--- src/cache_pkg.sv ---
package cache_pkg;

	localparam int ADDR_BITS = 30;
	localparam int NUM_WAYS = 2;
	localparam int WAY_BITS = $clog2(NUM_WAYS);
	localparam int INDEX_BITS = 4;
	localparam int LINES = 1 << INDEX_BITS;
	localparam int TAG_BITS = ADDR_BITS - INDEX_BITS;

	typedef struct packed {
		logic [TAG_BITS-1:0] tag;
		logic [INDEX_BITS-1:0] index;
	} tag_index_t;

	// Memory sees the raw word address, the ways see tag and index.
	typedef union packed {
		logic [ADDR_BITS-1:0] raw;
		tag_index_t ti;
	} word_addr_u;

	typedef struct packed {
		logic access;
		logic wr_en;
		word_addr_u addr;
		logic [31:0] wr_val;
		logic [3:0] bytesel;
	} cpu_req_t;

	typedef struct packed {
		logic ack;
		logic error;
		logic [31:0] data;
	} cpu_rsp_t;

	typedef struct packed {
		logic access;
		logic wr_en;
		logic [ADDR_BITS-1:0] addr;
		logic [31:0] wr_val;
		logic [3:0] bytesel;
	} mem_req_t;

	typedef enum logic [2:0] {
		WAY_NONE,
		WAY_LOOKUP,
		WAY_WRITE,
		WAY_FILL,
		WAY_CLEAN,
		WAY_INVAL
	} way_op_e;

	typedef struct packed {
		way_op_e op;
		logic [INDEX_BITS-1:0] index;
		logic [TAG_BITS-1:0] tag;
		logic [31:0] data;
		logic [3:0] bytesel;
	} way_cmd_t;

	typedef struct packed {
		logic hit;
		logic valid;
		logic dirty;
		logic [TAG_BITS-1:0] tag;
		logic [31:0] data;
	} way_stat_t;

endpackage

--- src/cache_ctrl.sv ---
`timescale 1ns/1ps

module cache_ctrl (
	input  logic                 clk,
	input  logic                 reset,
	input  logic                 enabled,
	input  logic                 cacheable,
	input  logic                 flush,
	input  logic                 inval,
	input  cache_pkg::cpu_req_t  cpu_req,
	output cache_pkg::cpu_rsp_t  cpu_rsp,
	output cache_pkg::way_cmd_t  way_cmd [cache_pkg::NUM_WAYS],
	input  cache_pkg::way_stat_t way_stat [cache_pkg::NUM_WAYS],
	output logic                 mem_start,
	output cache_pkg::mem_req_t  mem_req,
	input  logic                 mem_done,
	input  logic [31:0]          mem_rdata,
	input  logic                 mem_error,
	output logic                 maint_done
);
	import cache_pkg::*;

	typedef enum logic [2:0] {
		IDLE, LOOKUP, BYPASS, WTHRU, WRBACK, FILL, RESPOND, WALK
	} state_e;

	state_e state, next_state;
	cpu_req_t req_q;
	logic [WAY_BITS-1:0] victim;
	logic [WAY_BITS-1:0] hit_way;
	logic [WAY_BITS-1:0] walk_way;
	logic [INDEX_BITS-1:0] walk_idx;
	logic [NUM_WAYS-1:0] hit_vec;
	logic walk_active, walk_flush, walk_stat, walk_last;
	logic flush_pend, inval_pend;
	logic hit_ack, walk_adv;
	way_stat_t vstat, wstat;

	always_comb begin
		hit_vec = '0;
		hit_way = '0;
		for (int w = 0; w < NUM_WAYS; w++) begin
			hit_vec[w] = way_stat[w].hit;
			if (way_stat[w].hit)
				hit_way = WAY_BITS'(w);
		end
	end

	assign vstat = way_stat[victim];
	assign wstat = way_stat[walk_way];
	assign walk_last = (walk_way == WAY_BITS'(NUM_WAYS - 1)) && (&walk_idx);

	always_comb begin
		next_state = state;
		mem_start = 1'b0;
		mem_req.access = 1'b1;
		mem_req.wr_en = req_q.wr_en;
		mem_req.addr = req_q.addr.raw;
		mem_req.wr_val = req_q.wr_val;
		mem_req.bytesel = req_q.bytesel;
		hit_ack = 1'b0;
		walk_adv = 1'b0;
		for (int w = 0; w < NUM_WAYS; w++) begin
			way_cmd[w].op = WAY_NONE;
			way_cmd[w].index = (state == IDLE) ? cpu_req.addr.ti.index : req_q.addr.ti.index;
			way_cmd[w].tag = (state == IDLE) ? cpu_req.addr.ti.tag : req_q.addr.ti.tag;
			way_cmd[w].data = (state == FILL) ? mem_rdata : req_q.wr_val;
			way_cmd[w].bytesel = req_q.bytesel;
			if (state == WALK || (state == WRBACK && walk_active))
				way_cmd[w].index = walk_idx;
		end

		case (state)
		IDLE: begin
			if (cpu_req.access && (!enabled || !cacheable)) begin
				mem_start = 1'b1;
				mem_req.wr_en = cpu_req.wr_en;
				mem_req.addr = cpu_req.addr.raw;
				mem_req.wr_val = cpu_req.wr_val;
				mem_req.bytesel = cpu_req.bytesel;
				next_state = BYPASS;
			end else if (cpu_req.access) begin
				for (int w = 0; w < NUM_WAYS; w++)
					way_cmd[w].op = WAY_LOOKUP;
				next_state = LOOKUP;
			end else if (flush_pend || inval_pend) begin
				next_state = WALK;
			end
		end
		LOOKUP: begin
			if (|hit_vec) begin
				hit_ack = 1'b1;
				if (req_q.wr_en)
					way_cmd[hit_way].op = WAY_WRITE;
				next_state = IDLE;
			end else if (req_q.wr_en) begin
				mem_start = 1'b1;
				next_state = WTHRU;
			end else if (vstat.valid && vstat.dirty) begin
				// Victim goes back to memory first.
				mem_start = 1'b1;
				mem_req.wr_en = 1'b1;
				mem_req.addr = {vstat.tag, req_q.addr.ti.index};
				mem_req.wr_val = vstat.data;
				mem_req.bytesel = 4'hf;
				next_state = WRBACK;
			end else begin
				mem_start = 1'b1;
				mem_req.wr_en = 1'b0;
				mem_req.bytesel = 4'hf;
				next_state = FILL;
			end
		end
		BYPASS, WTHRU: begin
			if (mem_done)
				next_state = RESPOND;
		end
		WRBACK: begin
			if (mem_done && walk_active) begin
				if (!mem_error)
					way_cmd[walk_way].op = WAY_CLEAN;
				walk_adv = 1'b1;
				next_state = walk_last ? IDLE : WALK;
			end else if (mem_done && mem_error) begin
				next_state = RESPOND;
			end else if (mem_done) begin
				way_cmd[victim].op = WAY_CLEAN;
				mem_start = 1'b1;
				mem_req.wr_en = 1'b0;
				mem_req.bytesel = 4'hf;
				next_state = FILL;
			end
		end
		FILL: begin
			if (mem_done) begin
				if (!mem_error)
					way_cmd[victim].op = WAY_FILL;
				next_state = RESPOND;
			end
		end
		RESPOND: begin
			next_state = IDLE;
		end
		WALK: begin
			if (!walk_stat && walk_flush) begin
				way_cmd[walk_way].op = WAY_LOOKUP;
			end else if (!walk_stat) begin
				way_cmd[walk_way].op = WAY_INVAL;
				walk_adv = 1'b1;
			end else if (wstat.valid && wstat.dirty) begin
				mem_start = 1'b1;
				mem_req.wr_en = 1'b1;
				mem_req.addr = {wstat.tag, walk_idx};
				mem_req.wr_val = wstat.data;
				mem_req.bytesel = 4'hf;
				next_state = WRBACK;
			end else begin
				walk_adv = 1'b1;
			end
			if (walk_adv && walk_last)
				next_state = IDLE;
		end
		endcase
	end

	always_ff @(posedge clk) begin
		if (reset) begin
			state <= IDLE;
			victim <= '0;
			walk_active <= 1'b0;
			walk_flush <= 1'b0;
			walk_stat <= 1'b0;
			walk_way <= '0;
			walk_idx <= '0;
			flush_pend <= 1'b0;
			inval_pend <= 1'b0;
			maint_done <= 1'b0;
			cpu_rsp.ack <= 1'b0;
		end else begin
			state <= next_state;
			maint_done <= walk_adv && walk_last;
			cpu_rsp.ack <= hit_ack || (state == RESPOND);
			if (hit_ack) begin
				cpu_rsp.error <= 1'b0;
				cpu_rsp.data <= way_stat[hit_way].data;
			end else if (state == RESPOND) begin
				cpu_rsp.error <= mem_error;
				cpu_rsp.data <= mem_rdata;
			end
			if (state == IDLE && cpu_req.access)
				req_q <= cpu_req;
			if (state == FILL && mem_done && !mem_error)
				victim <= victim + 1'b1;

			// Flush runs ahead of invalidate when both wait.
			if (state == IDLE && next_state == WALK) begin
				walk_active <= 1'b1;
				walk_flush <= flush_pend;
				walk_stat <= 1'b0;
				walk_way <= '0;
				walk_idx <= '0;
				if (flush_pend)
					flush_pend <= 1'b0;
				else
					inval_pend <= 1'b0;
			end
			if (state == WALK && !walk_stat && walk_flush)
				walk_stat <= 1'b1;
			if (walk_adv) begin
				walk_stat <= 1'b0;
				walk_idx <= walk_idx + 1'b1;
				if (&walk_idx)
					walk_way <= walk_way + 1'b1;
				if (walk_last)
					walk_active <= 1'b0;
			end
			if (flush)
				flush_pend <= 1'b1;
			if (inval)
				inval_pend <= 1'b1;
		end
	end

	one_hit: assert property (@(posedge clk) disable iff (reset)
		state == LOOKUP |-> $onehot0(hit_vec));

	ack_pulse: assert property (@(posedge clk) disable iff (reset)
		cpu_rsp.ack |=> !cpu_rsp.ack);

endmodule

--- src/cache_mem_port.sv ---
`timescale 1ns/1ps

module cache_mem_port (
	input  logic                clk,
	input  logic                reset,
	input  logic                start,
	input  cache_pkg::mem_req_t req,
	output cache_pkg::mem_req_t mem_req,
	input  logic [31:0]         mem_data,
	input  logic                mem_ack,
	input  logic                mem_error,
	output logic                done,
	output logic [31:0]         rdata,
	output logic                error
);
	import cache_pkg::*;

	mem_req_t req_q;
	logic busy;

	// The bus level drops in the acknowledge cycle.
	always_comb begin
		mem_req = req_q;
		mem_req.access = busy && !mem_ack;
	end

	always_ff @(posedge clk) begin
		if (reset) begin
			busy <= 1'b0;
			done <= 1'b0;
		end else begin
			done <= busy && mem_ack;
			if (start)
				busy <= req.access;
			else if (mem_ack)
				busy <= 1'b0;
		end
	end

	always_ff @(posedge clk) begin
		if (start)
			req_q <= req;
		if (busy && mem_ack) begin
			rdata <= mem_data;
			error <= mem_error;
		end
	end

	// The controller only starts a transfer once the previous one is done.
	no_overlap: assert property (@(posedge clk) disable iff (reset) start |-> !busy);

endmodule

--- src/cache_top.sv ---
`timescale 1ns/1ps

module cache_top (
	input  logic                clk,
	input  logic                reset,
	input  logic                enabled,
	input  logic                cacheable,
	input  logic                flush,
	input  logic                inval,
	input  cache_pkg::cpu_req_t cpu_req,
	output cache_pkg::cpu_rsp_t cpu_rsp,
	output cache_pkg::mem_req_t mem_req,
	input  logic [31:0]         mem_data,
	input  logic                mem_ack,
	input  logic                mem_error,
	output logic                maint_done
);
	import cache_pkg::*;

	way_cmd_t way_cmd [NUM_WAYS];
	way_stat_t way_stat [NUM_WAYS];
	mem_req_t port_req;
	logic port_start;
	logic port_done;
	logic [31:0] port_rdata;
	logic port_error;

	cache_ctrl i_ctrl (
		.clk        (clk),
		.reset      (reset),
		.enabled    (enabled),
		.cacheable  (cacheable),
		.flush      (flush),
		.inval      (inval),
		.cpu_req    (cpu_req),
		.cpu_rsp    (cpu_rsp),
		.way_cmd    (way_cmd),
		.way_stat   (way_stat),
		.mem_start  (port_start),
		.mem_req    (port_req),
		.mem_done   (port_done),
		.mem_rdata  (port_rdata),
		.mem_error  (port_error),
		.maint_done (maint_done)
	);

	for (genvar w = 0; w < NUM_WAYS; w++) begin : gen_way
		cache_way i_way (
			.clk   (clk),
			.reset (reset),
			.cmd   (way_cmd[w]),
			.stat  (way_stat[w])
		);
	end

	cache_mem_port i_mem_port (
		.clk       (clk),
		.reset     (reset),
		.start     (port_start),
		.req       (port_req),
		.mem_req   (mem_req),
		.mem_data  (mem_data),
		.mem_ack   (mem_ack),
		.mem_error (mem_error),
		.done      (port_done),
		.rdata     (port_rdata),
		.error     (port_error)
	);

endmodule

--- src/cache_way.sv ---
`timescale 1ns/1ps

module cache_way (
	input  logic                 clk,
	input  logic                 reset,
	input  cache_pkg::way_cmd_t  cmd,
	output cache_pkg::way_stat_t stat
);
	import cache_pkg::*;

	logic [TAG_BITS-1:0] tag_mem [LINES];
	logic [31:0] data_mem [LINES];
	logic [LINES-1:0] valid;
	logic [LINES-1:0] dirty;
	logic [31:0] merged;

	// Byte merge of the write value into the stored word.
	always_comb begin
		merged = data_mem[cmd.index];
		for (int b = 0; b < 4; b++) begin
			if (cmd.bytesel[b])
				merged[b*8 +: 8] = cmd.data[b*8 +: 8];
		end
	end

	always_ff @(posedge clk) begin
		if (reset) begin
			valid <= '0;
			dirty <= '0;
		end else begin
			case (cmd.op)
			WAY_WRITE: begin
				dirty[cmd.index] <= 1'b1;
			end
			WAY_FILL: begin
				valid[cmd.index] <= 1'b1;
				dirty[cmd.index] <= 1'b0;
			end
			WAY_CLEAN: begin
				dirty[cmd.index] <= 1'b0;
			end
			WAY_INVAL: begin
				valid[cmd.index] <= 1'b0;
				dirty[cmd.index] <= 1'b0;
			end
			default: ;
			endcase
		end
	end

	always_ff @(posedge clk) begin
		if (cmd.op == WAY_FILL) begin
			tag_mem[cmd.index] <= cmd.tag;
			data_mem[cmd.index] <= cmd.data;
		end else if (cmd.op == WAY_WRITE) begin
			data_mem[cmd.index] <= merged;
		end
	end

	// Status of the indexed line, valid the cycle after a lookup.
	always_ff @(posedge clk) begin
		if (reset) begin
			stat.hit <= 1'b0;
		end else if (cmd.op == WAY_LOOKUP) begin
			stat.hit <= valid[cmd.index] && (tag_mem[cmd.index] == cmd.tag);
			stat.valid <= valid[cmd.index];
			stat.dirty <= dirty[cmd.index];
			stat.tag <= tag_mem[cmd.index];
			stat.data <= data_mem[cmd.index];
		end
	end

	// A dirty line must be written back and cleaned before it is refilled.
	fill_not_dirty: assert property (@(posedge clk) disable iff (reset)
		cmd.op == WAY_FILL |-> !(valid[cmd.index] && dirty[cmd.index]));

endmodule
--- config.mk ---
export PLATFORM = sky130hd
export DESIGN_NAME = cache_top
export DESIGN_NICKNAME = d
export VERILOG_FILES = /design/src/cache_pkg.sv /design/src/cache_ctrl.sv /design/src/cache_mem_port.sv /design/src/cache_top.sv /design/src/cache_way.sv
export SDC_FILE = /design/constraint.sdc
export NUM_CORES = 2
export LEC_CHECK = 0
export ABC_CLOCK_PERIOD_IN_PS = 7700
export BUFFER_PORTS_ARGS = -buffer_cell sky130_fd_sc_hd__buf_2
export CAP_MARGIN = 40
export CORE_MARGIN = 1.5
export CORE_UTILIZATION = 40
export DETAILED_ROUTE_END_ITERATION = 7
export SLEW_MARGIN = 20
export SYNTH_ARGS = -nofsm -noshare
export SYNTH_HDL_FRONTEND = slang
export SYNTH_SLANG_ARGS = --single-unit
--- constraint.sdc ---
create_clock -name clk -period 7.7 [get_ports clk]
set_input_delay 1.54 -clock clk [delete_from_list [all_inputs] [get_ports clk]]
set_output_delay 1.54 -clock clk [all_outputs]
set_load 0.005 [all_outputs]
==> results.yml <==
hold_path:
  min-delay-path-class: "reg -> reg"
floorplanning:
  die_y_um: 476.3
  rows: 173
  core_mm2: 0.2225
  die_area_mm2: 0.2269
  initial_utilization_pct: 40.27
  die_width_um: 476.3
  floorplan.io_pins: 211
clocking:
  cts_buffer_depth: 3
  cts.sinks: 2260
  cts_hold_fix_bufs: 0
  cts.root.buffer_cell: "sky130_fd_sc_hd__clkbuf_16"
  clkLatencyLatePin_ps: 870
  cts_tree: "yes"
  cts_repair_resize_count: 0
  clock_pin_slew_on_the_worst_setup_and_hold_paths_ps: 60
  post_cts_setup_bufs: 0
  cts_made_buffers: 218
  htreeDepth: 4
synthesis:
  yosysTopAreaCell: "sky130_fd_sc_hd__edfxtp_1"
  post_syn_instances: 5056
  synthesis_stage_register_bit_count: 2260
  post_synth_instance_area_mm2: 0.08961
  synthesis.area_per_instance_um2: 17.72
  number_of_distinct_library_cell_variants_in_the_gate_level_netlist_after_synthesis: 73
  yosysSeqAreaShare_pct: 74.80
  synth-warning-count: 0
  edff_count_synth: 2176
  yosys-top-cells-area: "sky130_fd_sc_hd__edfxtp_1, sky130_fd_sc_hd__mux4_2, sky130_fd_sc_hd__mux2_2"
  synth-async-reset-ratio_pct: 0
  synth_ff_type: "sky130_fd_sc_hd__edfxtp_1"
  synth_top_area_share_pct: 72.92
  synth_nets: 5165
cells_and_area:
  final_cell_mix: "sky130_fd_sc_hd__edfxtp_1, sky130_fd_sc_hd__nand2_1, sky130_fd_sc_hd__mux4_2"
  nets: 5564
  layout_commonest_cell: "sky130_fd_sc_hd__edfxtp_1"
  final_area_mm2: 0.1037
  area_growth_pct: 15.76
  share_of_final_layout_standard_cells_stronger_than_drive_strength_1_pct: 26.21
routing:
  wire_per_inst_um: 30.76
  firstDrtPassIters: 5
  drt_drc_violations_left: 0
  finalWirelength_um: 265200
  routed-via-count: 50910
  drt_iter0_drc: 6416
  detail_route.vias_per_cell: 5.904
  number_of_nets_still_failing_antenna_checks_after_routing: 0
grt:
  grt_first_pass_wirelength_um: 373900
  antenna_found_initial: 24
  grt_start_max_net_pins: 141
  grt_overflow_total: 0
  number_of_global_route_vias_before_repair: 50370
  global_routing_usage_summed_across_all_routing_layers_pct: 22.86
sta:
  worst_slack_ps: 1914
  timing_max_transition_violations_final: 0
  worst_margin_pin_slew_ps: 1207
  timing.slew.headroom_pct: 19.55
  timing.setup.tns_ps: 0
  setup_repair_after_global_routing_missed_its_margin: "no"
  finalCriticalPeriod_ps: 5786
  hold_viol: 0
  setup_viol: 0
  maxClockFrequency_ghz: 0.1728
  final.setup_skew_ps: 39.11
  post-route-period-util_pct: 75.15
placed_design:
  placed_cell_area_mm2: 0.09618
  port_buffers: 210
  post-dp-hpwl_um: 156600
  post-place-ws_ps: 1702
  globalplace.congestion: 0.8694
power:
  worst_ir_drop_vdd_mv: 0.3799
  total_power_draw_mw: 36.75
  power_leakage_nw: 33.27
  p_per_area_mw_per_mm2: 354.3
critical_path:
  timing.critical_path.from: "i_ctrl.state[2]"
  required_time_of_the_worst_setup_path_ps: 8490
  critical_path_arrival_ps: 6580
  critical_path_start_end_classification: "reg -> reg"
  critical_path.max_fanout: 140
  critical_path_end_type: "register"
  worstReg2RegStart: "i_ctrl.state[2]"
  start_kind: "register"
flow_run:
  drv_cap: 0
run_status:
  status: "complete, no violations"
==> per-layer routing <==
metal | track usage, % | vias to the layer above | share of wire, %
li1 | - | 21190 | -
met1 | 30.83 | 26710 | 40
met2 | 37.36 | 2517 | 48
met3 | 3.631 | 498 | 8.3
met4 | 8.631 | 2 | 4.0
met5 | 0 | - | 0.0049
==> cell usage after synthesis (8+ instances only) <==
cell type and n:
sky130_fd_sc_hd__mux2_2 257, sky130_fd_sc_hd__buf_2 112, sky130_fd_sc_hd__o211ai_1 36, sky130_fd_sc_hd__nor4_1 28, sky130_fd_sc_hd__clkbuf_1 158, sky130_fd_sc_hd__dfxtp_1 84, sky130_fd_sc_hd__nor4_4 10, sky130_fd_sc_hd__o21ai_0 106
sky130_fd_sc_hd__and2_1 26, sky130_fd_sc_hd__buf_4 10, sky130_fd_sc_hd__nand3_1 63, sky130_fd_sc_hd__a221o_1 41, sky130_fd_sc_hd__inv_1 36, sky130_fd_sc_hd__nor3_1 35, sky130_fd_sc_hd__mux2_1 19, sky130_fd_sc_hd__mux4_2 273
sky130_fd_sc_hd__a31oi_1 10, sky130_fd_sc_hd__nand2_1 369, sky130_fd_sc_hd__nand4_1 15, sky130_fd_sc_hd__edfxtp_1 2176, sky130_fd_sc_hd__and4_1 11, sky130_fd_sc_hd__or2_2 11, sky130_fd_sc_hd__a21oi_1 147, sky130_fd_sc_hd__mux2i_1 176
sky130_fd_sc_hd__a22o_1 11, sky130_fd_sc_hd__a22oi_1 159, sky130_fd_sc_hd__nand2b_1 8, sky130_fd_sc_hd__xnor2_1 53, sky130_fd_sc_hd__o22ai_1 189, sky130_fd_sc_hd__a32oi_1 22, sky130_fd_sc_hd__nor2_1 208, sky130_fd_sc_hd__buf_1 26
sky130_fd_sc_hd__a211oi_1 66, sky130_fd_sc_hd__a21o_1 18
==> worst paths after layout <==
path,to,slack (ps),cells past startpoint
max reg2reg,gen_way[1].i_way.stat[60],1910,13
min,register,490,1
min reg2reg,register,490,1
max,gen_way[1].i_way.stat[60],1910,13
==> logic make-up after synthesis <==
family                     count (synthesis)  share of synthesized area [%]
muxes                                    727                          12.33
buffers and inverters                    349                          1.719
adders and majority gates                  1                        0.01396
and+or+nand+nor                          820                          4.276
AOI/OAI and AO/OA                        846                          6.345
xor gates and xnor gates                  53                         0.5180
DFF                                     2260                          74.80
==> flip-flops by register name, indices dropped and copies added, names as in the netlist, 3 cells and up, named ones only <==
signal	flops
i_ctrl.state	3
i_ctrl.req_q	67
i_ctrl.walk_idx	4
gen_way.i_way.data_mem	1024
i_mem_port.mem_req	67
gen_way.i_way.stat	122
gen_way.i_way.tag_mem	832
i_mem_port.rdata	32
i_ctrl.cpu_rsp	34
==> report_power, final <==
group / leakage [nW] / switching, mW / total [mW] / internal [mW]
clock: 3.48 / 4.68 / 10.8 / 6.12
combinational: 9.48 / 6.78 / 10.9 / 4.12
sequential: 20.3 / 0.179 / 15.1 / 14.9
total: 33.3 / 11.6 / 36.8 / 25.1
==> worst max-delay path, stage by stage, from the launching register on <==
cell,delay (ps)
sky130_fd_sc_hd__dfxtp_1,820
sky130_fd_sc_hd__or3_4,590
sky130_fd_sc_hd__nor2_1,200
sky130_fd_sc_hd__nor3_4,550
sky130_fd_sc_hd__buf_4,520
sky130_fd_sc_hd__buf_12,600
sky130_fd_sc_hd__mux2_2,310
sky130_fd_sc_hd__o22ai_1,80
sky130_fd_sc_hd__nor4_1,590
sky130_fd_sc_hd__xnor2_1,380
sky130_fd_sc_hd__nand4_1,210
sky130_fd_sc_hd__nor4_2,310
sky130_fd_sc_hd__buf_4,230
sky130_fd_sc_hd__a41o_1,170
==> per-stage QoR <==
| stage | hold WS (ps) | util, % | instances |
|---|---|---|---|
| floorplan | 435.4 | - | 5056 |
| global placement | 454.1 | 42.68 | 8082 |
| detailed placement | 471.1 | 43.22 | 8174 |
| CTS | 490.8 | 46.44 | 8581 |
| global route | 521.9 | 46.62 | 8623 |
| finish | 487.7 | 46.62 | 8624 |
==> cell type report <==
type | instances | area, um^2
inverters | 36 | 135.1
flip-flops and latches | 2260 | 67030
fillers | 18860 | 118800
multi-input cells | 2447 | 21750
diodes | 7 | 17.52
well taps | 2975 | 3722
clock inverters | 114 | 1242
clock buffers | 293 | 5903
repair buffers | 492 | 3924
Note: power is estimated with default switching activity, not from simulation.
